**src/bench/program.hex**
```
// one 32-bit instruction per line, @ sets the word index (byte address / 4)
// words 0x00 on configure and loop, word 0x80 + 4*i is handler i at byte 0x200 + 16*i
@000
// csrrwi to the configs: source 0 prio 1, source 1 prio 2, source 2 prio 3, all enabled
7D01D073
7D12D073
7D23D073
// source 3 prio 2, enable bit left clear
7D325073
// main loop reads the level into x2, counts in x1
7E002173
00108093
FF9FF06F
// handler i writes i + 1 to pins_out, then mret
@080
7C00D073
30200073
@084
7C015073
30200073
@088
7C01D073
30200073
@08C
7C025073
30200073

```
**src/design/core_pkg.sv**
```systemverilog
// shared types for the rv32 subset core; rom depth, irq count and csr map are fixed, not overridable
`default_nettype none

package core_pkg;

  // widths with a meaning of their own
  typedef logic [31:0] word_t;
  typedef logic [9:0] imem_addr_t;
  typedef logic [4:0] reg_addr_t;
  typedef logic [11:0] csr_addr_t;
  // level 0 is thread level, priority 0 never interrupts
  typedef logic [1:0] prio_t;

  localparam int NUM_IRQ = 4;
  typedef logic [NUM_IRQ-1:0] irq_vec_t;
  typedef logic [$clog2(NUM_IRQ)-1:0] irq_idx_t;

  // 256 words, hex path relative to the run directory
  localparam int ROM_WORDS = 256;
  localparam string ROM_FILE = "/design/src/bench/program.hex";
  // one return slot per level above thread
  localparam int STACK_DEPTH = 3;

  // handler i at base + 16*i
  localparam imem_addr_t IRQ_VECTOR_BASE = 10'h200;
  localparam csr_addr_t CSR_PINS_OUT = 12'h7C0;
  localparam csr_addr_t CSR_IRQ_CFG_BASE = 12'h7D0;
  localparam csr_addr_t CSR_IRQ_LEVEL = 12'h7E0;

  // major opcodes of the subset
  localparam logic [6:0] OPC_OP = 7'b0110011;
  localparam logic [6:0] OPC_OP_IMM = 7'b0010011;
  localparam logic [6:0] OPC_BRANCH = 7'b1100011;
  localparam logic [6:0] OPC_JAL = 7'b1101111;
  localparam logic [6:0] OPC_SYSTEM = 7'b1110011;
  localparam word_t MRET_INSTR = 32'h3020_0073;

  // zero members double as the no-op decode
  typedef enum logic [1:0] {alu_add, alu_sub, alu_pass_b} alu_op_t;
  typedef enum logic [1:0] {br_none, br_eq, br_ne, br_always} branch_op_t;
  typedef enum logic [1:0] {wb_alu, wb_csr, wb_pc_plus_4} wb_sel_t;
  typedef enum logic [1:0] {csr_none, csr_write, csr_set, csr_clear} csr_op_t;

  typedef struct packed {
    reg_addr_t  rs1;
    reg_addr_t  rs2;
    reg_addr_t  rd;
    logic       rd_we;
    word_t      imm;
    logic       use_imm;
    alu_op_t    alu_op;
    branch_op_t branch_op;
    wb_sel_t    wb_sel;
    csr_op_t    csr_op;
    csr_addr_t  csr_addr;
    logic       csr_zimm;
    logic       mret;
  } ctrl_t;

  // broadcast to every csr holder each cycle
  typedef struct packed {
    csr_op_t   op;
    csr_addr_t addr;
    word_t     wdata;
  } csr_req_t;

  // write, set and clear as used by every csr holder
  function automatic word_t csr_apply(csr_op_t op, word_t old, word_t wdata);
    case (op)
      csr_write: return wdata;
      csr_set:   return old | wdata;
      csr_clear: return old & ~wdata;
      default:   return old;
    endcase
  endfunction

endpackage

`default_nettype wire

```
**src/design/irq_capture.sv**
```systemverilog
// two-flop synchronizer per request line; adds exactly two cycles of latency, no glitch filter
`timescale 1ns/1ns
`default_nettype none

module irq_capture import core_pkg::*; (
  input  logic     clk,
  input  logic     rst,
  input  irq_vec_t irq_req,
  output irq_vec_t req_sync
);

  // first stage may go metastable
  irq_vec_t meta_q;
  // second stage is what the entries see
  irq_vec_t sync_q;

  always_ff @(posedge clk) begin
    if (rst) begin
      meta_q <= '0;
      sync_q <= '0;
    end else begin
      meta_q <= irq_req;
      sync_q <= meta_q;
    end
  end

  assign req_sync = sync_q;

endmodule

`default_nettype wire

```
**config.mk**
```make
export PLATFORM = sky130hd
export DESIGN_NAME = irq_capture
export DESIGN_NICKNAME = d
export VERILOG_FILES = /design/src/design/core_pkg.sv /design/src/design/irq_capture.sv
export SDC_FILE = /design/constraint.sdc
export NUM_CORES = 1
export LEC_CHECK = 0
export BUFFER_PORTS_ARGS = -buffer_cell sky130_fd_sc_hd__buf_2
export CORE_AREA = 2 2 39 41
export CTS_CLUSTER_DIAMETER = 100
export CTS_CLUSTER_SIZE = 28
export DETAILED_ROUTE_END_ITERATION = 10
export DIE_AREA = 0 0 41 43
export PLACE_DENSITY = 0.44
export SLEW_MARGIN = 20
export SYNTH_ARGS = -nofsm -noshare
export SYNTH_HDL_FRONTEND = slang
export SYNTH_SLANG_ARGS = --single-unit
```
**constraint.sdc**
```tcl
create_clock -name clk -period 1.48 [get_ports clk]
set_clock_uncertainty 0.15 [all_clocks]
set_input_delay 0.222 -clock clk [delete_from_list [all_inputs] [get_ports clk]]
set_output_delay 0.222 -clock clk [all_outputs]
set_load 0.05 [all_outputs]
```
==> flow_summary_export.csv <==
group,metric,value,unit
run_status,run_status,"finished clean",
grt,grt_max_degree,9,
synth,seq_area_frac_synth,0.762,
grt,grt_pass1_wl,345,um
clocking,cts_buffer_depth,2,
placement,port_buffers,9,
placement,dp.cells,41,
routing,first_pass_iters,4,
timing,hold_viol,0,
finish,syn_to_final_growth,41.7,%
finish,final_cells,44,
timing,tns,0,ns
power,p_leak,0.138,nW
synth,synthCells,16,
floorplan,fp.dieH,43,um
routing,vias_per_cell,3.09,
setup_path,critPathTopFamily,"flip-flops",
timing,relSlewSlack,0.834,
setup_path,crit_type,"reg -> out",
timing,drv_slew,0,
setup_path,arrival,0.80,ns
clocking,cts_root_buf,"clkbuf_4",
timing,finalCritPeriodShare,0.794,
finish,layout_commonest_cell,"buf_2",
routing,routed_wl,286,um
worst_hold_path,hold_class,"in -> reg",
finish,seq_area,160,um2
finish,antennaDiodeCount,0,
routing,drtIter0Drc,1,
routing,wl_per_cell,6.50,um
setup_path,end_kind,"output port",
setup_path,crit_fanout,1,
power,cellPowerDensity,1420,nW/um2
power,total_power,0.422,mW
setup_path,crit_buf_inv,1,
floorplan,die_w,41,um
setup_path,worstPathRequired,1.11,ns
clocking,path_clk_slew,0.05,ns
synth,syn_avg_cell_area,13.1,um2
routing,drtAntennaViolNets,0,
routing,drc,0,
timing,max_freq,851,MHz
grt,grt-ovfl-total,0,
finish,multi_input_area,50.0,um2
finish,final_cell_mix,"buf_2 (9), nor2b_1 (8), dfxtp_1 (8), clkbuf_4 (3)",
grt,antenna_found_initial,0,
floorplan,start_util,0.152,
synth,ys_ff_latch,8,
finish,drive_above_1_share,0.429,
clocking,cts_sinks,8,
finish,postLayoutCoreUtil,0.215,
clocking,ctsHoldBuffers,0,
placement,gp_congestion,0.574,
floorplan,rows,14,
timing,finalCriticalPeriod,1.18,ns
power,peakVddDrop,459,uV
floorplan,dieArea,1760,um2
finish,fin_nets,36,
run,cap_viol_max_count,0,
routing,dr_total_vias,136,
clocking,post_cts_buffers,0,
synth,netlist_area,210,um2
clocking,cts_tree,"yes",
timing,rsz0062_at_grt,"false",
setup_path,cp_slowest_cell,"dfxtp_1",
finish,num-fill-cells,147,
synth,syn_nets,22,
grt,grt_pass1_vias,93,
synth,yosysUniqueCellTypes,2,
clocking,cts_inserted_buffers,3,
setup_path,cp_cell_sequence,"buf_2",
clocking,cts_resized,0,
clocking,clkLatencyLatePin,0.25,ns
floorplan,ioPinCount,10,
floorplan,core_area,1380,um2
setup_path,crit_path_max_incr_delay,0.30,ns
grt,track_usage,0.0423,
synth,yosys_warnings,0,
timing,tightest_slew,0.251,ns
timing,final-setup-viol-count,0,
clocking,cts_max_level,1,
setup_path,worst_setup_path_start_kind,"flip-flop",
-- metrics by stage --
stage               area [um2]  hold WS [ns]  setup WS [ns]
finish                     298        0.0265          0.305
global route               298        0.0245          0.269
CTS                        298        0.0171          0.285
detailed placement         275         0.274          0.563
global placement           275         0.277          0.578
floorplan                  210         0.144          0.521
-- cell type report --
class / instances / area share
flip-flops and latches: 8 / 0.538
well taps: 16 / 0.0672
clock buffers: 3 / 0.0756
multi-input cells: 8 / 0.168
repair buffers: 9 / 0.151
-- final timing paths --
check	end	slack, ns	cells after the start	startpoint
setup / recovery	req_sync[1]	0.30	1	req_sync[1]$_SDFF_PP0_
hold / removal	meta_q[2]$_SDFF_PP0_	0.03	2	irq_req[2]
hold reg to reg	req_sync[3]$_SDFF_PP0_	0.29	1	meta_q[3]$_SDFF_PP0_
setup reg to reg	req_sync[2]$_SDFF_PP0_	0.82	1	meta_q[2]$_SDFF_PP0_
-- layer usage --
layer  part of all wire  vias to the layer above  global-route usage
met5                  0                        -                   0
met4              0.014                        0              0.0600
met3               0.26                        2              0.0785
met2               0.31                       12              0.0313
met1               0.41                       50              0.0261
li1                   -                       72                   -
-- state kept, by name (all words and copies together), names as in the netlist --
name and count:
req_sync 4, meta_q 4
-- Yosys cell counts --
cell type | number | area [um2]
dfxtp_1 | 8 | 160
nor2b_1 | 8 | 50.1
-- report_power, final --
part / total (mW) / leakage (nW) / internal (mW) / switching (mW)
logic: 0.0346 / 0.0580 / 0.0125 / 0.0221
registers: 0.228 / 0.0662 / 0.226 / 0.00172
clock network: 0.159 / 0.0138 / 0.0923 / 0.0671
-- kinds of logic after synthesis --
kind of cell  after synthesis  share of synthesized area
flops                       8                      0.762
simple gates                8                      0.238
Note: power is estimated with default switching activity, not from simulation.
