File: src/bench/program.hex
// one 32-bit instruction per line, @ sets the word index (byte address / 4)
// words 0x00 on configure and loop, word 0x80 + 4*i is handler i at byte 0x200 + 16*i
@000
// csrrwi to the configs: source 0 prio 1, source 1 prio 2, source 2 prio 3, all enabled
7D01D073
7D12D073
7D23D073
// source 3 prio 2, enable bit left clear
7D325073
// main loop reads the level into x2, counts in x1
7E002173
00108093
FF9FF06F
// handler i writes i + 1 to pins_out, then mret
@080
7C00D073
30200073
@084
7C015073
30200073
@088
7C01D073
30200073
@08C
7C025073
30200073

File: src/design/core_pkg.sv
// shared types for the rv32 subset core; rom depth, irq count and csr map are fixed, not overridable
`default_nettype none

package core_pkg;

  // widths with a meaning of their own
  typedef logic [31:0] word_t;
  typedef logic [9:0] imem_addr_t;
  typedef logic [4:0] reg_addr_t;
  typedef logic [11:0] csr_addr_t;
  // level 0 is thread level, priority 0 never interrupts
  typedef logic [1:0] prio_t;

  localparam int NUM_IRQ = 4;
  typedef logic [NUM_IRQ-1:0] irq_vec_t;
  typedef logic [$clog2(NUM_IRQ)-1:0] irq_idx_t;

  // 256 words, hex path relative to the run directory
  localparam int ROM_WORDS = 256;
  localparam string ROM_FILE = "/design/src/bench/program.hex";
  // one return slot per level above thread
  localparam int STACK_DEPTH = 3;

  // handler i at base + 16*i
  localparam imem_addr_t IRQ_VECTOR_BASE = 10'h200;
  localparam csr_addr_t CSR_PINS_OUT = 12'h7C0;
  localparam csr_addr_t CSR_IRQ_CFG_BASE = 12'h7D0;
  localparam csr_addr_t CSR_IRQ_LEVEL = 12'h7E0;

  // major opcodes of the subset
  localparam logic [6:0] OPC_OP = 7'b0110011;
  localparam logic [6:0] OPC_OP_IMM = 7'b0010011;
  localparam logic [6:0] OPC_BRANCH = 7'b1100011;
  localparam logic [6:0] OPC_JAL = 7'b1101111;
  localparam logic [6:0] OPC_SYSTEM = 7'b1110011;
  localparam word_t MRET_INSTR = 32'h3020_0073;

  // zero members double as the no-op decode
  typedef enum logic [1:0] {alu_add, alu_sub, alu_pass_b} alu_op_t;
  typedef enum logic [1:0] {br_none, br_eq, br_ne, br_always} branch_op_t;
  typedef enum logic [1:0] {wb_alu, wb_csr, wb_pc_plus_4} wb_sel_t;
  typedef enum logic [1:0] {csr_none, csr_write, csr_set, csr_clear} csr_op_t;

  typedef struct packed {
    reg_addr_t  rs1;
    reg_addr_t  rs2;
    reg_addr_t  rd;
    logic       rd_we;
    word_t      imm;
    logic       use_imm;
    alu_op_t    alu_op;
    branch_op_t branch_op;
    wb_sel_t    wb_sel;
    csr_op_t    csr_op;
    csr_addr_t  csr_addr;
    logic       csr_zimm;
    logic       mret;
  } ctrl_t;

  // broadcast to every csr holder each cycle
  typedef struct packed {
    csr_op_t   op;
    csr_addr_t addr;
    word_t     wdata;
  } csr_req_t;

  // write, set and clear as used by every csr holder
  function automatic word_t csr_apply(csr_op_t op, word_t old, word_t wdata);
    case (op)
      csr_write: return wdata;
      csr_set:   return old | wdata;
      csr_clear: return old & ~wdata;
      default:   return old;
    endcase
  endfunction

endpackage

`default_nettype wire

File: src/design/exec_unit.sv
// register file, alu and branch compare; branch targets wrap in the 10-bit rom address space
`timescale 1ns/1ns
`default_nettype none

module exec_unit import core_pkg::*; (
  input  logic       clk,
  input  logic       rst,
  input  ctrl_t      ctrl,
  input  imem_addr_t pc,
  input  word_t      csr_rdata,
  output imem_addr_t pc_normal,
  output word_t      csr_wdata
);

  // x1..x31, x0 is hardwired
  word_t regs [1:31];
  word_t rs1_data;
  word_t rs2_data;
  word_t op_b;
  word_t alu_res;
  word_t wb_data;
  logic branch_taken;
  imem_addr_t pc_plus_4;
  imem_addr_t pc_target;

  assign rs1_data = (ctrl.rs1 == '0) ? '0 : regs[ctrl.rs1];
  assign rs2_data = (ctrl.rs2 == '0) ? '0 : regs[ctrl.rs2];

  // second operand is rs2 or the immediate
  assign op_b = ctrl.use_imm ? ctrl.imm : rs2_data;

  always_comb begin
    case (ctrl.alu_op)
      alu_sub:    alu_res = rs1_data - op_b;
      alu_pass_b: alu_res = op_b;
      default:    alu_res = rs1_data + op_b;
    endcase
  end

  always_comb begin
    case (ctrl.branch_op)
      br_eq:     branch_taken = (rs1_data == rs2_data);
      br_ne:     branch_taken = (rs1_data != rs2_data);
      br_always: branch_taken = 1'b1;
      default:   branch_taken = 1'b0;
    endcase
  end

  // pc relative target, low 10 bits are enough
  assign pc_plus_4 = pc + imem_addr_t'(4);
  assign pc_target = pc + ctrl.imm[9:0];
  assign pc_normal = branch_taken ? pc_target : pc_plus_4;

  // zimm is zero extended
  assign csr_wdata = ctrl.csr_zimm ? word_t'(ctrl.rs1) : rs1_data;

  always_comb begin
    case (ctrl.wb_sel)
      wb_csr:       wb_data = csr_rdata;
      wb_pc_plus_4: wb_data = word_t'(pc_plus_4);
      default:      wb_data = alu_res;
    endcase
  end

  // no writeback while reset holds pc at 0
  always_ff @(posedge clk) begin
    if (!rst && ctrl.rd_we && ctrl.rd != '0) begin
      regs[ctrl.rd] <= wb_data;
    end
  end

endmodule

`default_nettype wire

File: config.mk
export PLATFORM = sky130hd
export DESIGN_NAME = exec_unit
export DESIGN_NICKNAME = d
export VERILOG_FILES = /design/src/design/core_pkg.sv /design/src/design/exec_unit.sv
export SDC_FILE = /design/constraint.sdc
export NUM_CORES = 1
export LEC_CHECK = 0
export BUFFER_PORTS_ARGS = -buffer_cell sky130_fd_sc_hd__buf_4
export CORE_MARGIN = 2
export CORE_UTILIZATION = 55
export CTS_CLUSTER_SIZE = 40
export DETAILED_ROUTE_END_ITERATION = 7
export PLACE_DENSITY = 0.82
export SYNTH_ARGS = -nofsm -noshare
export SYNTH_HDL_FRONTEND = slang
export SYNTH_SLANG_ARGS = --single-unit
File: constraint.sdc
create_clock -name clk -period 13.25 [get_ports clk]
set_clock_uncertainty 0.2 [all_clocks]
set_input_delay 1.9875 -clock clk [delete_from_list [all_inputs] [get_ports clk]]
set_output_delay 1.9875 -clock clk [all_outputs]
set_load 0.1 [all_outputs]
==> flow_summary.ini <==
[outcome]
status = complete, no violations

[drt]
drc = 0
vias = 33740
drt_iter0_markers = 6210
ant_nets = 0
totalWireLength_um = 159100
drtPass1Iterations = 8
vias_per_cell = 7.527
wl_per_cell_um = 35.50

[timing]
hold_slack_ns = 1.604
rsz0062_at_grt = false
hold_viol_final = 0
slew_violations = 0
setup_tns_ns = 0
max_freq_mhz = 97.51
worstMarginPinSlew_ns = 1.403
period_minus_slack_ns = 10.26
setup_violations = 0
relSlewSlack_pct = 6.452
finalCritPeriodShare_pct = 77.40

[pwr]
power_mw = 7.772
p_per_area_nw_per_um2 = 137.4
pwr-share-seq_pct = 47.7
switching_share_pct = 27.51
clkPwrFrac_pct = 34.8
p_leak_nw = 18.73
p_sw_mw = 2.138
p_comb_share_pct = 17.6
internal_power_mw = 5.633
irDropWorstVdd_uv = 106.9

[clock_network]
h-tree-depth = 3
cts_setup_buffers = 0
cts_tree = built
cts_buffer_depth = 3
holdBufCountCts = 0
clkSinkCount = 992
numCtsBuffers = 96
clk-insertion-delay-late_ns = 0.69
clk_pin_slew_ns = 0.06
cts.repair.resized = 0
cts-root-buf = clkbuf_16

[die]
rows = 111
die_w_um = 308.5
dieArea_sq_um = 95200
ios = 157
core_area_sq_um = 91800
die_h_um = 308.5
start_util_pct = 55.57

[synth]
yosys_most_used_dff = edfxtp_1
yosysTopAreaCell = edfxtp_1
yosysUniqueCellTypes = 84
synth_async_sr_flop_share_pct = 0
syn_nets = 3214
netlist_area_sq_um = 51010
synth_common_cells = edfxtp_1, mux4_2, nor2_1, mux2i_1, nand2_1
yosysTopAreaCellShare_pct = 58.40
synth_area_leaders = edfxtp_1, mux4_2, mux2i_1
synth_warnings = 0
ys_seq_elements = 992
synth_cells = 3052
syn_avg_cell_area_sq_um = 16.71
ys_seq_area_share_pct = 58.40
yosysMostFrequentCell = edfxtp_1
synth-edff-count = 992

[final_layout]
largestRegisters = regs x992
fin_nets = 3323
top_register = regs
layout.cells.non_filler = 4482
largest_register_ffs = 992
regArea_sq_um = 29790
fill_cells = 6167
multi_input_area_sq_um = 20150
syn2layout_area_growth_pct = 10.89
drive_above_1_share_pct = 28.82
final_core_util_pct = 61.62

[global_routing]
antenna_found_initial = 4
grt_overflow = 0
grt_max_degree = 138
grtUsageTotal_pct = 33.41
grt_pass1_vias = 33610
grt_pass1_wl_um = 227600

[hold_path]
hp-class = reg2reg

[setup_path]
worstSetupEndpointType = output port
worst_setup_path_start_kind = primary input
path_class = in2out
critical_path_arrival_ns = 8.07
cp_max_fo = 67
cp.required_ns = 11.06
reg2reg_slack_ns = 5.55

[place]
dp_hpwl_um = 91690
dp_cells = 4306
portBuffers = 141
gp_congestion = 0.9659

[run]
maxCapViolCount = 0
-- through the flow --
step	setup WS (ns)	cell area [sq um]
after floorplan	3.890	51010
after global placement	3.086	53490
after detailed placement	2.977	53490
after CTS	3.101	56550
after global routing	2.792	56560
final	2.994	56570
-- kinds of logic after synthesis --
kind of cell,share of synthesized area [%]
adders and majority gates,1.182
DFF,58.40
muxes,24.88
and+or+nand+nor,4.560
xor gates and xnor gates,1.442
buffers and inverters,2.750
AOI/OAI and AO/OA,6.785
-- layer usage --
metal	track usage [%]	wire [um]	up-vias	part of all wire, %
met3	9.708	25400	697	16
li1	-	-	12950	-
met4	19.33	10660	0	6.7
met2	51.72	73000	3374	46
met1	42.50	50070	16720	31
met5	0	0	-	0
-- layout by cell type, fill, tap and decap left out, drive strengths merged, types with 39 or more instances in the layout --
cell type  netlist  routed
edfxtp         992     992
clkbuf          85     118
inv             49      52
mux4           476     476
a22oi           62      62
o21ai           72      72
nor2           188     188
a211oi          47      47
nand2          116     116
o22ai           39      39
xnor2           49      49
mux2i          170     170
nand3           43      43
buf            130     226
clkinv           1      46
a21oi          115     115
ha              45      45
-- power by group through the flow --
stage                     logic, mW  clock network, mW  registers (mW)
after floorplan               0.903                  0            3.77
after global placement         1.29                  0            3.77
after detailed placement       1.31                  0            3.77
after CTS                      1.32               2.70            3.70
after global routing           1.43               2.81            3.71
final                          1.36               2.70            3.71
-- worst max-delay path, stage by stage --
cell	delay (ns)
buf_8	0.55
buf_4	0.51
nor4_1	0.18
nor2_4	0.12
buf_4	0.62
nand2_1	0.41
o22ai_1	0.27
a21o_1	0.46
mux2_1	0.38
o22ai_1	0.13
a21oi_1	0.08
or4_1	0.59
nor4_4	0.43
mux2i_4	0.59
mux2i_1	0.31
buf_4	0.33
-- worst paths after layout --
check	cells past startpoint	end	startpoint
min	9	regs[1][6]	regs[16][6]
min reg2reg	9	regs[1][6]	regs[16][6]
max reg2reg	22	regs[12][27]	regs[20][1]
max	16	pc_normal[6]	ctrl[66]
-- final cells by class --
type                            count  area share, %
Sequential cell                   992          52.66
Multi-Input combinational cell   1795          35.63
Clock buffer                      118          4.430
Timing Repair Buffer              226          3.207
Tap cell                         1243          2.749
Clock inverter                     56         0.9799
Inverter                           50         0.3362
Antenna cell                        2       0.008848
Note: power is estimated with default switching activity, not from simulation.
