$ cat src/bench/program.hex
// one 32-bit instruction per line, @ sets the word index (byte address / 4)
// words 0x00 on configure and loop, word 0x80 + 4*i is handler i at byte 0x200 + 16*i
@000
// csrrwi to the configs: source 0 prio 1, source 1 prio 2, source 2 prio 3, all enabled
7D01D073
7D12D073
7D23D073
// source 3 prio 2, enable bit left clear
7D325073
// main loop reads the level into x2, counts in x1
7E002173
00108093
FF9FF06F
// handler i writes i + 1 to pins_out, then mret
@080
7C00D073
30200073
@084
7C015073
30200073
@088
7C01D073
30200073
@08C
7C025073
30200073

$ cat src/design/core_pkg.sv
// shared types for the rv32 subset core; rom depth, irq count and csr map are fixed, not overridable
`default_nettype none

package core_pkg;

  // widths with a meaning of their own
  typedef logic [31:0] word_t;
  typedef logic [9:0] imem_addr_t;
  typedef logic [4:0] reg_addr_t;
  typedef logic [11:0] csr_addr_t;
  // level 0 is thread level, priority 0 never interrupts
  typedef logic [1:0] prio_t;

  localparam int NUM_IRQ = 4;
  typedef logic [NUM_IRQ-1:0] irq_vec_t;
  typedef logic [$clog2(NUM_IRQ)-1:0] irq_idx_t;

  // 256 words, hex path relative to the run directory
  localparam int ROM_WORDS = 256;
  localparam string ROM_FILE = "/design/src/bench/program.hex";
  // one return slot per level above thread
  localparam int STACK_DEPTH = 3;

  // handler i at base + 16*i
  localparam imem_addr_t IRQ_VECTOR_BASE = 10'h200;
  localparam csr_addr_t CSR_PINS_OUT = 12'h7C0;
  localparam csr_addr_t CSR_IRQ_CFG_BASE = 12'h7D0;
  localparam csr_addr_t CSR_IRQ_LEVEL = 12'h7E0;

  // major opcodes of the subset
  localparam logic [6:0] OPC_OP = 7'b0110011;
  localparam logic [6:0] OPC_OP_IMM = 7'b0010011;
  localparam logic [6:0] OPC_BRANCH = 7'b1100011;
  localparam logic [6:0] OPC_JAL = 7'b1101111;
  localparam logic [6:0] OPC_SYSTEM = 7'b1110011;
  localparam word_t MRET_INSTR = 32'h3020_0073;

  // zero members double as the no-op decode
  typedef enum logic [1:0] {alu_add, alu_sub, alu_pass_b} alu_op_t;
  typedef enum logic [1:0] {br_none, br_eq, br_ne, br_always} branch_op_t;
  typedef enum logic [1:0] {wb_alu, wb_csr, wb_pc_plus_4} wb_sel_t;
  typedef enum logic [1:0] {csr_none, csr_write, csr_set, csr_clear} csr_op_t;

  typedef struct packed {
    reg_addr_t  rs1;
    reg_addr_t  rs2;
    reg_addr_t  rd;
    logic       rd_we;
    word_t      imm;
    logic       use_imm;
    alu_op_t    alu_op;
    branch_op_t branch_op;
    wb_sel_t    wb_sel;
    csr_op_t    csr_op;
    csr_addr_t  csr_addr;
    logic       csr_zimm;
    logic       mret;
  } ctrl_t;

  // broadcast to every csr holder each cycle
  typedef struct packed {
    csr_op_t   op;
    csr_addr_t addr;
    word_t     wdata;
  } csr_req_t;

  // write, set and clear as used by every csr holder
  function automatic word_t csr_apply(csr_op_t op, word_t old, word_t wdata);
    case (op)
      csr_write: return wdata;
      csr_set:   return old | wdata;
      csr_clear: return old & ~wdata;
      default:   return old;
    endcase
  endfunction

endpackage

`default_nettype wire

$ cat src/design/decoder.sv
// decodes add/sub/addi/beq/bne/jal/csrrw/csrrs/csrrc/csrrwi/mret only; all else is a no-op
`timescale 1ns/1ns
`default_nettype none

module decoder import core_pkg::*; (
  input  word_t instr,
  output ctrl_t ctrl
);

  logic [6:0] opcode;
  logic [2:0] funct3;
  logic [6:0] funct7;
  word_t imm_i;
  word_t imm_b;
  word_t imm_j;

  assign opcode = instr[6:0];
  assign funct3 = instr[14:12];
  assign funct7 = instr[31:25];

  // sign extended, b and j with implicit zero lsb
  assign imm_i = {{20{instr[31]}}, instr[31:20]};
  assign imm_b = {{20{instr[31]}}, instr[7], instr[30:25], instr[11:8], 1'b0};
  assign imm_j = {{12{instr[31]}}, instr[19:12], instr[20], instr[30:21], 1'b0};

  always_comb begin
    // no-op unless a case below says otherwise
    ctrl = '0;
    ctrl.rs1 = instr[19:15];
    ctrl.rs2 = instr[24:20];
    ctrl.rd = instr[11:7];
    ctrl.csr_addr = instr[31:20];
    case (opcode)
      OPC_OP: begin
        // add and sub share funct3, funct7 picks
        if (funct3 == 3'b000 && funct7 == 7'h00) begin
          ctrl.rd_we = 1'b1;
        end else if (funct3 == 3'b000 && funct7 == 7'h20) begin
          ctrl.rd_we = 1'b1;
          ctrl.alu_op = alu_sub;
        end
      end
      OPC_OP_IMM: begin
        if (funct3 == 3'b000) begin
          ctrl.rd_we = 1'b1;
          ctrl.use_imm = 1'b1;
          ctrl.imm = imm_i;
        end
      end
      OPC_BRANCH: begin
        ctrl.imm = imm_b;
        if (funct3 == 3'b000) ctrl.branch_op = br_eq;
        else if (funct3 == 3'b001) ctrl.branch_op = br_ne;
      end
      OPC_JAL: begin
        // link register gets pc + 4
        ctrl.imm = imm_j;
        ctrl.branch_op = br_always;
        ctrl.rd_we = 1'b1;
        ctrl.wb_sel = wb_pc_plus_4;
      end
      OPC_SYSTEM: begin
        ctrl.mret = (instr == MRET_INSTR);
        case (funct3)
          3'b001: ctrl.csr_op = csr_write;
          3'b010: ctrl.csr_op = csr_set;
          3'b011: ctrl.csr_op = csr_clear;
          3'b101: begin
            // rs1 field is the 5-bit zimm here
            ctrl.csr_op = csr_write;
            ctrl.csr_zimm = 1'b1;
          end
          default: ctrl.csr_op = csr_none;
        endcase
        // old csr value goes back to rd
        if (ctrl.csr_op != csr_none) begin
          ctrl.rd_we = 1'b1;
          ctrl.wb_sel = wb_csr;
        end
      end
      default: ctrl.rd_we = 1'b0;
    endcase
  end

endmodule

`default_nettype wire

$ cat config.mk
export PLATFORM = sky130hd
export DESIGN_NAME = decoder
export DESIGN_NICKNAME = d
export VERILOG_FILES = /design/src/design/core_pkg.sv /design/src/design/decoder.sv
export SDC_FILE = /design/constraint.sdc
export NUM_CORES = 1
export LEC_CHECK = 0
export ABC_CLOCK_PERIOD_IN_PS = 4000
export BUFFER_PORTS_ARGS = -buffer_cell sky130_fd_sc_hd__buf_2
export CORE_ASPECT_RATIO = 0.75
export CORE_MARGIN = 4
export CORE_UTILIZATION = 36
export DETAILED_ROUTE_END_ITERATION = 10
export PLACE_DENSITY = 0.92
export SYNTH_ARGS = -nofsm -noshare
export SYNTH_HDL_FRONTEND = slang
export SYNTH_SLANG_ARGS = --single-unit
$ cat constraint.sdc
create_clock -name vclk -period 4
set_input_delay 0 -clock vclk [all_inputs]
set_output_delay 0 -clock vclk [all_outputs]
set_load 0.02 [all_outputs]
==> flow_metrics.tcl <==
set metrics [dict create \
    placed_cells 193 \
    cp-end-kind "primary output" \
    die_h_um 48.4 \
    grt_pass1_wl_um 3840 \
    synth_top_family_by_area "buffers and inverters" \
    vdd_ir_drop_max_v 0.0000578 \
    dieArea_um2 3000 \
    worstMarginPinSlew_ps 830 \
    p_per_area_nw_per_um2 79.7 \
    num_rows 14 \
    post-route-min-period_ps 1650 \
    seq_cell_count 0 \
    nFillCells 207 \
    status "finished, final reports clean" \
    required_ps 4000 \
    avgViaCountPerCell 5.13 \
    port_buffers 102 \
    clock.fmax_ghz 0.606 \
    startpoint_type "primary input" \
    grt.total_usage 0.159 \
    slew_viol_final 0 \
    synth_top_area_share 0.383 \
    initial_utilization 0.386 \
    final_hold_viol_count 0 \
    max_cap_viol_count 0 \
    ios 103 \
    synth_xor_area_frac 0 \
    hold_class "primary input to primary output" \
    post-route-util 0.500 \
    route.detailed.drc 0 \
    tns_ps 0 \
    final_cell_mix "buf_2 (102), a21o_1 (9), and3_1 (9), nor2_1 (6), nor4_1 (5)" \
    setup-violations-final 0 \
    syn_avg_cell_area_um2 7.20 \
    final_cells 193 \
    synth_top_cell_by_area "buf_4" \
    area.growth.synth_to_final_pct 29.5 \
    synthAdderAreaFrac 0 \
    via_count 991 \
    grt_max_degree 13 \
    relSlewSlack 0.445 \
    grt_pass1_vias 819 \
    cts_resized 0 \
    ys_seq_area_frac 0 \
    antenna_found_initial 0 \
    synth_area_leaders "buf_4 (38%), a21o_1 (8.6%), and3_1 (7.2%)" \
    drt-total-wl_um 2680 \
    synthMuxAreaShare 0 \
    die_width_um 61.9 \
    hold_buffers 0 \
    synthSimpleGateAreaFrac 0.375 \
    synth-compound-area-share 0.217 \
    core-area_um2 2030 \
    post-route-period-util 0.412 \
    seqCellArea_um2 0 \
    wl_per_cell_um 13.9 \
    netlist_instances 109 \
    synth.distinct_cells 30 \
    gr-total-overflow 0 \
    diodes 0 \
    drt-pass1-iter-count 4 \
    synth_area_um2 785 \
    ant_nets 0 \
    critPathArrivalTime_ps 1650 \
    crit_fanout 12 \
    dp_hpwl_um 2300 \
    postCtsSetupRepairBufs 0 \
    nets 203 \
    syn_nets 141 \
    leakagePower_nw 0.745 \
    path_class "primary input to primary output" \
    yosysWarnings 0 \
    rsz0062_at_grt "no" \
    drive_gt1_frac 0.651 \
    clkbuf_count 0 \
    drtIter0Drc 32 \
    final_common_cell "buf_2" \
    place_congestion 0.789 \
]
## kinds of logic (layout without fill, tap and decap cells)
logic type | count (synthesis) | count (layout)
other cells | 1 | 1
simple gates | 44 | 44
compound gates | 20 | 20
buf+inv | 44 | 104
## synthesized netlist by cell type
cell and instances:
nand3_1 4, conb_1 1, a21o_1 9, and4bb_4 1, a211oi_2 1, nand2_1 4, a21oi_1 3, nor4b_1 1
nor3_4 1, and2_1 3, nor2_1 6, and3_1 9, buf_4 40, a22o_1 4, clkbuf_2 1, a31o_2 1
nor4_1 5, clkbuf_1 1, or3b_1 1, nor3b_2 1, o31ai_4 1, nand4_2 1, inv_1 2, nor3b_1 2
a221o_1 1, and4_1 1, and3b_1 1, or2_1 1, and4b_1 1, nor2_2 1
## power breakdown
part           total [W]  internal [W]  switching, W
logic          0.0000810     0.0000287     0.0000523
registers              0             0             0
clock network          0             0             0
total          0.0000810     0.0000287     0.0000523
## stage by stage
stage | power [W] | cell area (um^2) | hold WS [ps] | setup WS [ps]
floorplan | 0.0000585 | 785 | 82.8 | 2520
global placement | 0.0000802 | 1020 | 248 | 2460
detailed placement | 0.0000810 | 1020 | 246 | 2410
CTS | 0.0000812 | 1020 | 248 | 2410
global route | 0.0000878 | 1020 | 255 | 2270
finish | 0.0000810 | 1020 | 249 | 2350
## critical path, cell delays in order
cell     delay, ps
buf_2          120
and3b_1        260
nand3_1        170
nor2_1         670
a221o_1        270
buf_2          160
## path summary, 6_finish.rpt
path                       end      start  slack (ps)  cells past startpoint
worst max-delay path  ctrl[34]   instr[4]        2350                      6
worst min-delay path  ctrl[66]  instr[15]         250                      2
## routing by layer
| layer | up-vias | global-route usage | part of all wire |
|---|---|---|---|
| li1 | 478 | - | - |
| met1 | 454 | 0.178 | 0.35 |
| met2 | 59 | 0.315 | 0.52 |
| met3 | 0 | 0.0213 | 0.13 |
| met4 | 0 | 0.00707 | 0 |
| met5 | - | 0 | 0 |
## final cells by class
class / count / area (um^2) / area share
Multi-Input combinational cell: 65 / 468 / 0.461
Tap cell: 24 / 30.0 / 0.0296
Inverter: 2 / 7.51 / 0.00739
Timing Repair Buffer: 102 / 510 / 0.502
No activity file was read; power rests on OpenSTA's default activity.
