[config.mk]
export PLATFORM = sky130hd
export DESIGN_NAME = csr_pins
export DESIGN_NICKNAME = d
export VERILOG_FILES = /design/src/design/core_pkg.sv /design/src/design/csr_pins.sv
export SDC_FILE = /design/constraint.sdc
export NUM_CORES = 1
export LEC_CHECK = 0
export BUFFER_PORTS_ARGS = -buffer_cell sky130_fd_sc_hd__clkbuf_2
export CORE_ASPECT_RATIO = 0.8
export CORE_UTILIZATION = 29
export DETAILED_ROUTE_END_ITERATION = 6
export PLACE_DENSITY = 0.85
export SYNTH_ARGS = -nofsm -noshare
export SYNTH_HDL_FRONTEND = slang
export SYNTH_SLANG_ARGS = --single-unit
[constraint.sdc]
create_clock -name clk -period 4.6 [get_ports clk]
set_input_delay 0.92 -clock clk [delete_from_list [all_inputs] [get_ports clk]]
set_output_delay 0.92 -clock clk [all_outputs]
set_load 0.02 [all_outputs]
[src/bench/program.hex]
// one 32-bit instruction per line, @ sets the word index (byte address / 4)
// words 0x00 on configure and loop, word 0x80 + 4*i is handler i at byte 0x200 + 16*i
@000
// csrrwi to the configs: source 0 prio 1, source 1 prio 2, source 2 prio 3, all enabled
7D01D073
7D12D073
7D23D073
// source 3 prio 2, enable bit left clear
7D325073
// main loop reads the level into x2, counts in x1
7E002173
00108093
FF9FF06F
// handler i writes i + 1 to pins_out, then mret
@080
7C00D073
30200073
@084
7C015073
30200073
@088
7C01D073
30200073
@08C
7C025073
30200073

[src/design/core_pkg.sv]
// shared types for the rv32 subset core; rom depth, irq count and csr map are fixed, not overridable
`default_nettype none

package core_pkg;

  // widths with a meaning of their own
  typedef logic [31:0] word_t;
  typedef logic [9:0] imem_addr_t;
  typedef logic [4:0] reg_addr_t;
  typedef logic [11:0] csr_addr_t;
  // level 0 is thread level, priority 0 never interrupts
  typedef logic [1:0] prio_t;

  localparam int NUM_IRQ = 4;
  typedef logic [NUM_IRQ-1:0] irq_vec_t;
  typedef logic [$clog2(NUM_IRQ)-1:0] irq_idx_t;

  // 256 words, hex path relative to the run directory
  localparam int ROM_WORDS = 256;
  localparam string ROM_FILE = "/design/src/bench/program.hex";
  // one return slot per level above thread
  localparam int STACK_DEPTH = 3;

  // handler i at base + 16*i
  localparam imem_addr_t IRQ_VECTOR_BASE = 10'h200;
  localparam csr_addr_t CSR_PINS_OUT = 12'h7C0;
  localparam csr_addr_t CSR_IRQ_CFG_BASE = 12'h7D0;
  localparam csr_addr_t CSR_IRQ_LEVEL = 12'h7E0;

  // major opcodes of the subset
  localparam logic [6:0] OPC_OP = 7'b0110011;
  localparam logic [6:0] OPC_OP_IMM = 7'b0010011;
  localparam logic [6:0] OPC_BRANCH = 7'b1100011;
  localparam logic [6:0] OPC_JAL = 7'b1101111;
  localparam logic [6:0] OPC_SYSTEM = 7'b1110011;
  localparam word_t MRET_INSTR = 32'h3020_0073;

  // zero members double as the no-op decode
  typedef enum logic [1:0] {alu_add, alu_sub, alu_pass_b} alu_op_t;
  typedef enum logic [1:0] {br_none, br_eq, br_ne, br_always} branch_op_t;
  typedef enum logic [1:0] {wb_alu, wb_csr, wb_pc_plus_4} wb_sel_t;
  typedef enum logic [1:0] {csr_none, csr_write, csr_set, csr_clear} csr_op_t;

  typedef struct packed {
    reg_addr_t  rs1;
    reg_addr_t  rs2;
    reg_addr_t  rd;
    logic       rd_we;
    word_t      imm;
    logic       use_imm;
    alu_op_t    alu_op;
    branch_op_t branch_op;
    wb_sel_t    wb_sel;
    csr_op_t    csr_op;
    csr_addr_t  csr_addr;
    logic       csr_zimm;
    logic       mret;
  } ctrl_t;

  // broadcast to every csr holder each cycle
  typedef struct packed {
    csr_op_t   op;
    csr_addr_t addr;
    word_t     wdata;
  } csr_req_t;

  // write, set and clear as used by every csr holder
  function automatic word_t csr_apply(csr_op_t op, word_t old, word_t wdata);
    case (op)
      csr_write: return wdata;
      csr_set:   return old | wdata;
      csr_clear: return old & ~wdata;
      default:   return old;
    endcase
  endfunction

endpackage

`default_nettype wire

[src/design/csr_pins.sv]
// pins_out csr; only the low four bits exist, upper bits read as zero
`timescale 1ns/1ns
`default_nettype none

module csr_pins import core_pkg::*; (
  input  logic       clk,
  input  logic       rst,
  input  csr_req_t   csr_req,
  output logic [3:0] pins_out,
  output word_t      pins_rdata
);

  word_t pins_next;

  assign pins_rdata = word_t'(pins_out);
  assign pins_next = csr_apply(csr_req.op, pins_rdata, csr_req.wdata);

  always_ff @(posedge clk) begin
    if (rst) pins_out <= '0;
    else if (csr_req.addr == CSR_PINS_OUT) pins_out <= pins_next[3:0];
  end

endmodule

`default_nettype wire

==> metrics, run 1 <==
Via density=4.09; CTS tree=done; complex-gate fraction of the synthesized area=15.1%; PortBufs=27; Nets=140; largest net degree at the start of global routing=10; clk_lat worst skew=0.23 ns; CTS max path bufs=2; Critical Path Source Type=input pin; total negative slack=0 ns; Critical Path Start=csr_req[33]; Place WS=2.04 ns; layout cells sized above 1=34.4%; Die ar.=0.00188 sq mm; IO Count=84; worst r2r src=pins_out[2]$_SDFFE_PP0P_; post-CTS setup buffers=0; Overall Global Routing Usage=11.2%; Synth-to-Final Area Change=8.06%; most flop-heavy register=pins_out; Non-Filler Instances=111; DP Wirelength=838 um; vias in the first global route=359; Worst-Margin Slew=0.635 ns; Slew Viols, Final=0; Post-Synth Simple-Gate Area=17.9%; outcome=finished, final reports clean; hold_sp=pins_out[0]$_SDFFE_PP0P_; Reg clk slew, reported paths=0.03 ns; CTS Sinks=4; n_diodes=0; combinational power share=29.4%; FF-to-FF End=pins_out[2]$_SDFFE_PP0P_; # rows=12; DRT Wirelength=958 um; Synth Cell Area=497 sq um; clock network fraction of total power=38.7%; H-Tree Depth=1; worst setup margin=2.26 ns; largest family of logic cells by synthesized area=buffers and inverters; Leakage=0.288 nW; DIE WIDTH=48.3 um; Fmax=428 MHz; DRC violation total after the first TritonRoute iteration=7; GR Overflow Total=0; Initial Utilization=33.4%; drt drc=0; #FFs+latches synth=4; Synth Area per Inst=7.53 sq um; Seq pwr share=31.9%; quantity of hold-fixing buffers added after cts=0; r2r setup slk=3.78 ns; cells after synthesis=66; number of antenna violations at the first check in global routing=0; RSZ-0062 raised after global routing=no; Root Buffer=clkbuf_4; crit path kind=input pin to flip-flop; Synth cell types=16; Max VDD drop=110 uV; minimum clock period=2.34 ns; Core Region=0.00149 sq mm; first-pass GRT wire length=1410 um; Worst EP required=4.76 ns; Setup crit end kind=flip-flop; Multi-input gate area=269 sq um; Final setup viols=0; antenna viol nets, final=0; worst path arrival time=2.50 ns; Die Y-Extent=39.0 um; CTS resizes=0; post-place instance area=514 sq um; max reg flops=4; Clock Skew=0 ns; placed cells=108; 1st-pass router iterations=5; Int Pwr=0.0000707 W; Sw Share=35.3%; Via Count=454; period utilization=50.8%; Seq/Total Area, Yosys=16.1%; critical path endpoint=pins_out[3]$_SDFFE_PP0P_; XOR/XNOR Fraction of Synth Area=0%; Critical Path Fanout Max=4; max-cap violations=0; fill cell count=175; Synth Area in Adders=0%; final instance area=537 sq um; routability cong.=0.627; mean routed wirelength per cell=8.63 um; Top Registers=pins_out: 4 flops; register area=80.1 sq um; P per Cell Area=204 mW/mm^2; synthesis warning total=0; Reg2Reg Depth=4; proportion of synthesized area in mux cells=0%; slew margin rel.=57.3%; NetSw=0.0000386 W; Final Hold Viols=0; Hold/Removal Path Class=flip-flop to flip-flop; Inserted Clock Buffers=3
==> power groups by stage <==
| stage | sequential [W] | combinational [W] | clock, W |
|---|---|---|---|
| finish | 0.0000349 | 0.0000322 | 0.0000423 |
| global route | 0.0000348 | 0.0000352 | 0.0000491 |
| CTS | 0.0000349 | 0.0000317 | 0.0000440 |
| global placement | 0.0000354 | 0.0000309 | 0 |
| detailed placement | 0.0000354 | 0.0000317 | 0 |
| floorplan | 0.0000354 | 0.0000409 | 0 |
==> through the flow <==
step                      total power [W]  utilization (%)  hold slack [ns]
final                            0.000109             36.1            0.625
after global routing             0.000119             36.1            0.680
after CTS                        0.000111             36.1            0.633
after detailed placement        0.0000671             34.6            0.629
after global placement          0.0000663             34.6            0.610
after floorplan                 0.0000763                -            0.674
==> worst min-delay path by stage <==
stage	to	slack [ns]	cells past startpoint
6_report	pins_out[0]$_SDFFE_PP0P_	0.62	2
3_5_place_dp	pins_out[0]$_SDFFE_PP0P_	0.63	2
5_1_grt	pins_out[0]$_SDFFE_PP0P_	0.68	2
2_1_floorplan	pins_out[0]$_SDFFE_PP0P_	0.67	2
4_1_cts	pins_out[0]$_SDFFE_PP0P_	0.63	2
3_3_place_gp	pins_out[1]$_SDFFE_PP0P_	0.61	2
==> cell families (layout without fill, tap and decap cells) <==
logic type             count (synthesis)  after routing
AOI/OAI and AO/OA                     12             12
other                                  1             28
buffers and inverters                 34             31
DFF                                    4              4
and+or+nand+nor                       15             15
==> per-layer routing <==
layer  vias up  share of wire [%]  track usage, %
met2        35                 60            18.3
met5         -                  0               0
li1        217                  -               -
met1       202                 31            11.5
met4         0                  0            4.86
met3         0                9.5            6.07
==> area by class of cell <==
cell class / instances / area share (%)
repair buffers: 27 / 25.2
flip-flops and latches: 4 / 14.9
clock buffers: 3 / 4.20
multi-input cells: 55 / 50.1
well taps: 21 / 4.90
inverters: 1 / 0.699
==> cells in the mapped netlist <==
master    number  area (sq um)
a21oi_1        4          20.0
a22oi_1        4          30.0
a31oi_1        4          25.0
buf_2          1          5.00
buf_4         32           240
conb_1         1          3.75
dfxtp_1        4          80.1
inv_1          1          3.75
nand2_1        4          15.0
nand4b_1       1          8.76
nor2_1         4          15.0
nor4_1         2          12.5
or2b_1         1          7.51
or4_1          1          7.51
or4_4          1          11.3
or4bb_1        1          11.3
==> critical path, cell delays in order <==
cell,delay (ns)
clkbuf_2,0.08
or4_1,0.57
nor4_1,0.60
a31oi_1,0.18
a21oi_1,0.15
==> cell usage in the layout (no fill, tap or decap), drive strengths merged <==
cell and count:
clkbuf 30, conb 28, nand2 4, nor2 4
a31oi 4, a22oi 4, a21oi 4, dfxtp 4
nor4 2, or4 2, or4bb 1, nand4b 1
inv 1, or2b 1
Note: power is estimated with default switching activity, not from simulation.
==> inputs of run 2 (changes only) <==
--- a/config.mk
+++ b/config.mk
@@ -7,9 +7,9 @@
 export LEC_CHECK = 0
 export BUFFER_PORTS_ARGS = -buffer_cell sky130_fd_sc_hd__clkbuf_2
 export CORE_ASPECT_RATIO = 0.8
-export CORE_UTILIZATION = 29
+export CORE_UTILIZATION = 27
 export DETAILED_ROUTE_END_ITERATION = 6
-export PLACE_DENSITY = 0.85
+export PLACE_DENSITY = 0.79
 export SYNTH_ARGS = -nofsm -noshare
 export SYNTH_HDL_FRONTEND = slang
 export SYNTH_SLANG_ARGS = --single-unit
==> constraint.sdc (replaced) <==
create_clock -name clk -period 2.3 [get_ports clk]
set_input_delay 0.46 -clock clk [delete_from_list [all_inputs] [get_ports clk]]
set_output_delay 0.46 -clock clk [all_outputs]
set_load 0.02 [all_outputs]
==> run 2 against run 1 <==
Effect of this change:
- global-route usage shrank 1.6 points
- critical endpoint is now pins_out[0]$_SDFFE_PP0P_
- largest cell class unchanged
- wire length shrank 1.9%
- clock skew unchanged
==> metrics, run 2 (synthesis gave the netlist of run 1 again) <==
Die ar.=0.00202 sq mm (was 0.00188 sq mm); total chip power=0.000217 W (was 0.000109 W); Non-Filler Instances=113 (was 111); CTS max path bufs=2 (unchanged); period utilization=82.3%; CTS resizes=0 (unchanged); NetSw=0.0000760 W (was 0.0000386 W); Seq pwr share=32.1% (was 31.9%); max reg flops=4 (unchanged); Synth-to-Final Area Change=9.82% (was 8.06%); post-CTS setup buffers=0 (unchanged); drt drc=0 (unchanged); Die Y-Extent=40.4 um (was 39.0 um); Via density=3.96 (was 4.09); Hold/Removal Path Class=input pin to flip-flop (was flip-flop to flip-flop); DRT Wirelength=940 um (was 958 um); Max VDD drop=154 uV (was 110 uV); DP Wirelength=814 um (was 838 um); PortBufs=27 (unchanged); layout cells sized above 1=35.2% (was 34.4%); Reg clk slew, reported paths=0.03 ns (about the same); DIE WIDTH=50.0 um (was 48.3 um); Slew Viols, Final=0 (unchanged); number of antenna violations at the first check in global routing=0 (unchanged); most flop-heavy register=pins_out (unchanged); Critical Path Fanout Max=4 (unchanged); # rows=13 (was 12); worst path arrival time=2.05 ns (was 2.50 ns); final instance area=546 sq um (was 537 sq um); commonest non-fill, non-tap cell in the layout=conb_1 (unchanged); Setup crit end kind=flip-flop (unchanged); Final setup viols=0 (unchanged); fill cell count=189 (was 175); quantity of hold-fixing buffers added after cts=0 (unchanged); Leakage=0.294 nW (was 0.288 nW); Worst-Margin Slew=0.638 ns (was 0.635 ns); GR Overflow Total=0 (unchanged); Overall Global Routing Usage=9.52% (was 11.2%); post-place instance area=523 sq um (was 514 sq um); IO Count=84 (unchanged); first-pass GRT wire length=1390 um (was 1410 um); combinational power share=29.5% (was 29.4%); CTS tree=done (unchanged); max-cap violations=0 (unchanged); Root Buffer=clkbuf_4 (unchanged); Fmax=528 MHz; mean routed wirelength per cell=8.32 um (was 8.63 um); placed cells=110 (was 108); DRC violation total after the first TritonRoute iteration=2 (was 7); total negative slack=0 ns (unchanged); Finished Core Util=32.6% (was 36.1%); Final Hold Viols=0 (unchanged); Inserted Clock Buffers=3 (unchanged); Int Pwr=0.000141 W (was 0.0000707 W); minimum clock period=1.89 ns; crit path kind=input pin to flip-flop (unchanged); vias in the first global route=368 (was 359); P per Cell Area=399 mW/mm^2 (was 204 mW/mm^2); Clock Skew=0 ns (unchanged); Initial Utilization=29.6% (was 33.4%); clock network fraction of total power=38.4% (was 38.7%); CTS Sinks=4 (unchanged); Top Registers=pins_out: 4 flops (unchanged); clk_lat worst skew=0.23 ns (about the same); RSZ-0062 raised after global routing=no (unchanged); H-Tree Depth=1 (unchanged); Nets=141 (was 140); 1st-pass router iterations=5 (unchanged); Critical Path Source Type=input pin (unchanged); outcome=finished, final reports clean (unchanged); commonest non-fill, non-tap cells in the layout=conb_1, clkbuf_2 (unchanged); slew margin rel.=57.1% (was 57.3%); Sw Share=35.0% (was 35.3%); largest net degree at the start of global routing=10 (unchanged); routability cong.=0.604 (was 0.627); n_diodes=0 (unchanged); Via Count=448 (was 454); Core Region=0.00168 sq mm (was 0.00149 sq mm); Worst EP required=2.46 ns (was 4.76 ns); antenna viol nets, final=0 (unchanged)
run 2: changes by cell type in the layout (fill, tap and decap cells not counted):
cell / before / now
buf_4: 0 / 1
run 2: per-stage QoR:
stage | setup slack [ns] | hold WS [ns]
after floorplan | 0.366 | 0.529
after global placement | 0.248 | 0.616
after detailed placement | 0.212 | 0.626
after CTS | 0.452 | 0.440
after global routing | 0.298 | 0.444
final | 0.408 | 0.443
run 2: layout make-up:
cell class	instances	area, sq um	share of cell area [%]
Inverter	1	3.75	0.688
Clock buffer	3	22.5	4.13
Tap cell	22	27.5	5.05
Multi-Input combinational cell	55	269	49.3
Timing Repair Buffer	28	143	26.1
Sequential cell	4	80.1	14.7
run 2: path summary, 6_finish.rpt:
| kind | start | endpoint | slack, ns | cells after the start |
|---|---|---|---|---|
| min reg2reg | pins_out[2]$_SDFFE_PP0P_ | pins_out[2]$_SDFFE_PP0P_ | 0.63 | 2 |
| min | rst | pins_out[1]$_SDFFE_PP0P_ | 0.44 | 2 |
| max reg2reg | pins_out[2]$_SDFFE_PP0P_ | pins_out[2]$_SDFFE_PP0P_ | 1.52 | 4 |
| max | csr_req[33] | pins_out[0]$_SDFFE_PP0P_ | 0.41 | 5 |
run 2: power groups by stage:
stage	clock network (W)	registers, W	logic [W]
floorplan	0	0.0000708	0.0000817
global placement	0	0.0000708	0.0000617
detailed placement	0	0.0000708	0.0000633
CTS	0.0000872	0.0000698	0.0000634
global route	0.0000925	0.0000697	0.0000705
finish	0.0000834	0.0000698	0.0000642
run 2: metal layers:
metal  wire [um]  GRT usage [%]  part of all wire [%]  vias up
li1            -              -                     -      220
met1         320           8.68                    34      197
met2         539           20.3                    57       29
met3          77           3.03                   8.2        2
met4           3           4.29                  0.32        0
met5           0              0                     0        -
run 2: worst max-delay path, cell delays in order:
cell and delay, ns:
clkbuf_2 0.08, or4_1 0.57, nor4_1 0.61, a22oi_1 0.15, a21oi_1 0.18
==> inputs of run 3 (changes only) <==
==> constraint.sdc (replaced) <==
create_clock -name clk -period 1.85 [get_ports clk]
set_input_delay 0.37 -clock clk [delete_from_list [all_inputs] [get_ports clk]]
set_output_delay 0.37 -clock clk [all_outputs]
set_load 0.02 [all_outputs]
==> run 3 against run 2 <==
Effect of this change:
- first-iteration DRC count rose to 4.5 times the previous value
- sequential cell count did not move
- critical path depth did not move
- clock power rose by 26%
- clock skew did not move
- global-route usage fell by 0.58 points
- critical path type unchanged
- critical endpoint unchanged
==> metrics, run 3 (synthesis gave the netlist of run 1 again) <==
layout cells sized above 1=36.6% (was 35.2%); crit-path max cell delay=0.56 ns (was 0.61 ns); WP buf/inv=1 (unchanged); Worst EP required=1.96 ns (was 2.46 ns); DP Wirelength=829 um (was 814 um); clk_lat worst skew=0.23 ns (about the same); crit path kind=input pin to flip-flop (unchanged); Top Registers=pins_out: 4 flops (unchanged); Fmax=571 MHz; largest net degree at the start of global routing=10 (unchanged); n_diodes=0 (unchanged); DIE WIDTH=50.0 um (unchanged); period utilization=94.7%; Inserted Clock Buffers=3 (unchanged); Initial Utilization=29.6% (unchanged); CTS Sinks=4 (unchanged); Slew Viols, Final=0 (unchanged); Nets=143 (was 141); Root Buffer=clkbuf_4 (unchanged); quantity of hold-fixing buffers added after cts=0 (unchanged); delay-heaviest family, CP=simple AND/OR/NAND/NOR gates (unchanged); drt drc=0 (unchanged); max reg flops=4 (unchanged); CTS resizes=0 (unchanged); most flop-heavy register=pins_out (unchanged); Reg2Reg Depth=4 (unchanged); Slowest-stage cell, CP=or4_4 (was nor4_1); worst path arrival time=1.87 ns (was 2.05 ns); antenna viol nets, final=0 (unchanged); Critical Path Source Type=input pin (unchanged); total chip power=0.000272 W (was 0.000217 W); Leakage=0.304 nW (was 0.294 nW); Critical Path Fanout Max=4 (unchanged); Final setup viols=0 (unchanged); number of antenna violations at the first check in global routing=0 (unchanged); hold_ws=0.349 ns (was 0.443 ns); Die Y-Extent=40.4 um (unchanged); hold path cells=2 (unchanged); Final Hold Viols=0 (unchanged); CTS max path bufs=2 (unchanged); first-pass GRT wire length=1290 um (was 1390 um); Die ar.=0.00202 sq mm (unchanged); commonest non-fill, non-tap cell in the layout=conb_1 (unchanged); RSZ-0062 raised after global routing=no (unchanged); Via density=3.88 (was 3.96); routability cong.=0.626 (was 0.604); Core Region=0.00168 sq mm (unchanged); Clock Skew=0 ns (unchanged); H-Tree Depth=1 (unchanged); commonest non-fill, non-tap cells in the layout=conb_1, clkbuf_2 (unchanged); DRC violation total after the first TritonRoute iteration=9 (was 2); max-cap violations=0 (unchanged); Hold/Removal Path Class=input pin to flip-flop (unchanged); P per Cell Area=485 mW/mm^2 (was 399 mW/mm^2); Synth-to-Final Area Change=12.8% (was 9.82%); # rows=13 (unchanged); crit path cell chain=clkbuf_2 > or4_1 > or4_4 > a22oi_1 > a21oi_1 (was clkbuf_2 > or4_1 > nor4_1 > a22oi_1 > a21oi_1); Via Count=446 (was 448); post-CTS setup buffers=0 (unchanged); Max VDD drop=253 uV (was 154 uV); mean routed wirelength per cell=8.00 um (was 8.32 um); DRT Wirelength=920 um (was 940 um); GR Overflow Total=0 (unchanged); Setup crit end kind=flip-flop (unchanged); Overall Global Routing Usage=8.95% (was 9.52%); Place WS=-0.129 ns (was 0.212 ns); PortBufs=27 (unchanged); WP depth=5 (unchanged); 1st-pass router iterations=4 (was 5); IO Count=84 (unchanged); minimum clock period=1.75 ns; CTS tree=done (unchanged); outcome=finished, final reports clean (unchanged); vias in the first global route=377 (was 368); worst setup margin=0.0979 ns (was 0.408 ns); Reg clk slew, reported paths=0.04 ns (was 0.03 ns)
run 3: layout make-up:
cell class,count,area [sq um]
repair buffers,30,158
flip-flops and latches,4,80.1
multi-input cells,55,269
well taps,22,27.5
fillers,189,1110
inverters,1,3.75
clock buffers,3,22.5
run 3: power by group:
group	internal (W)	leakage (nW)	total, W	switching [W]
logic	0.0000174	0.258	0.0000801	0.0000627
clock network	0.0000723	0.0138	0.000105	0.0000329
registers	0.0000868	0.0322	0.0000868	0.0000000130
total	0.000177	0.304	0.000272	0.0000956
run 3: worst paths after layout:
check / endpoint / slack [ns] / start
hold reg to reg: pins_out[3]$_SDFFE_PP0P_ / 0.62 / pins_out[3]$_SDFFE_PP0P_
hold / removal: pins_out[3]$_SDFFE_PP0P_ / 0.35 / rst
setup reg to reg: pins_out[0]$_SDFFE_PP0P_ / 1.06 / pins_out[0]$_SDFFE_PP0P_
setup / recovery: pins_out[0]$_SDFFE_PP0P_ / 0.1 / csr_req[33]
run 3: per-layer routing:
layer	vias up	GRT usage, %	wire length [um]
met5	-	0	0
met3	0	4.92	95
li1	224	-	-
met4	0	4.29	0
met2	23	18.9	524
met1	199	6.96	300
run 3: per-stage QoR:
step	cell area (sq um)	std cells	setup TNS, ns	util [%]
floorplan	598	93	0	-
global placement	538	112	-0.342	32.1
detailed placement	538	112	-0.440	32.1
CTS	561	115	0	33.5
global route	561	115	0	33.5
finish	561	115	0	33.5
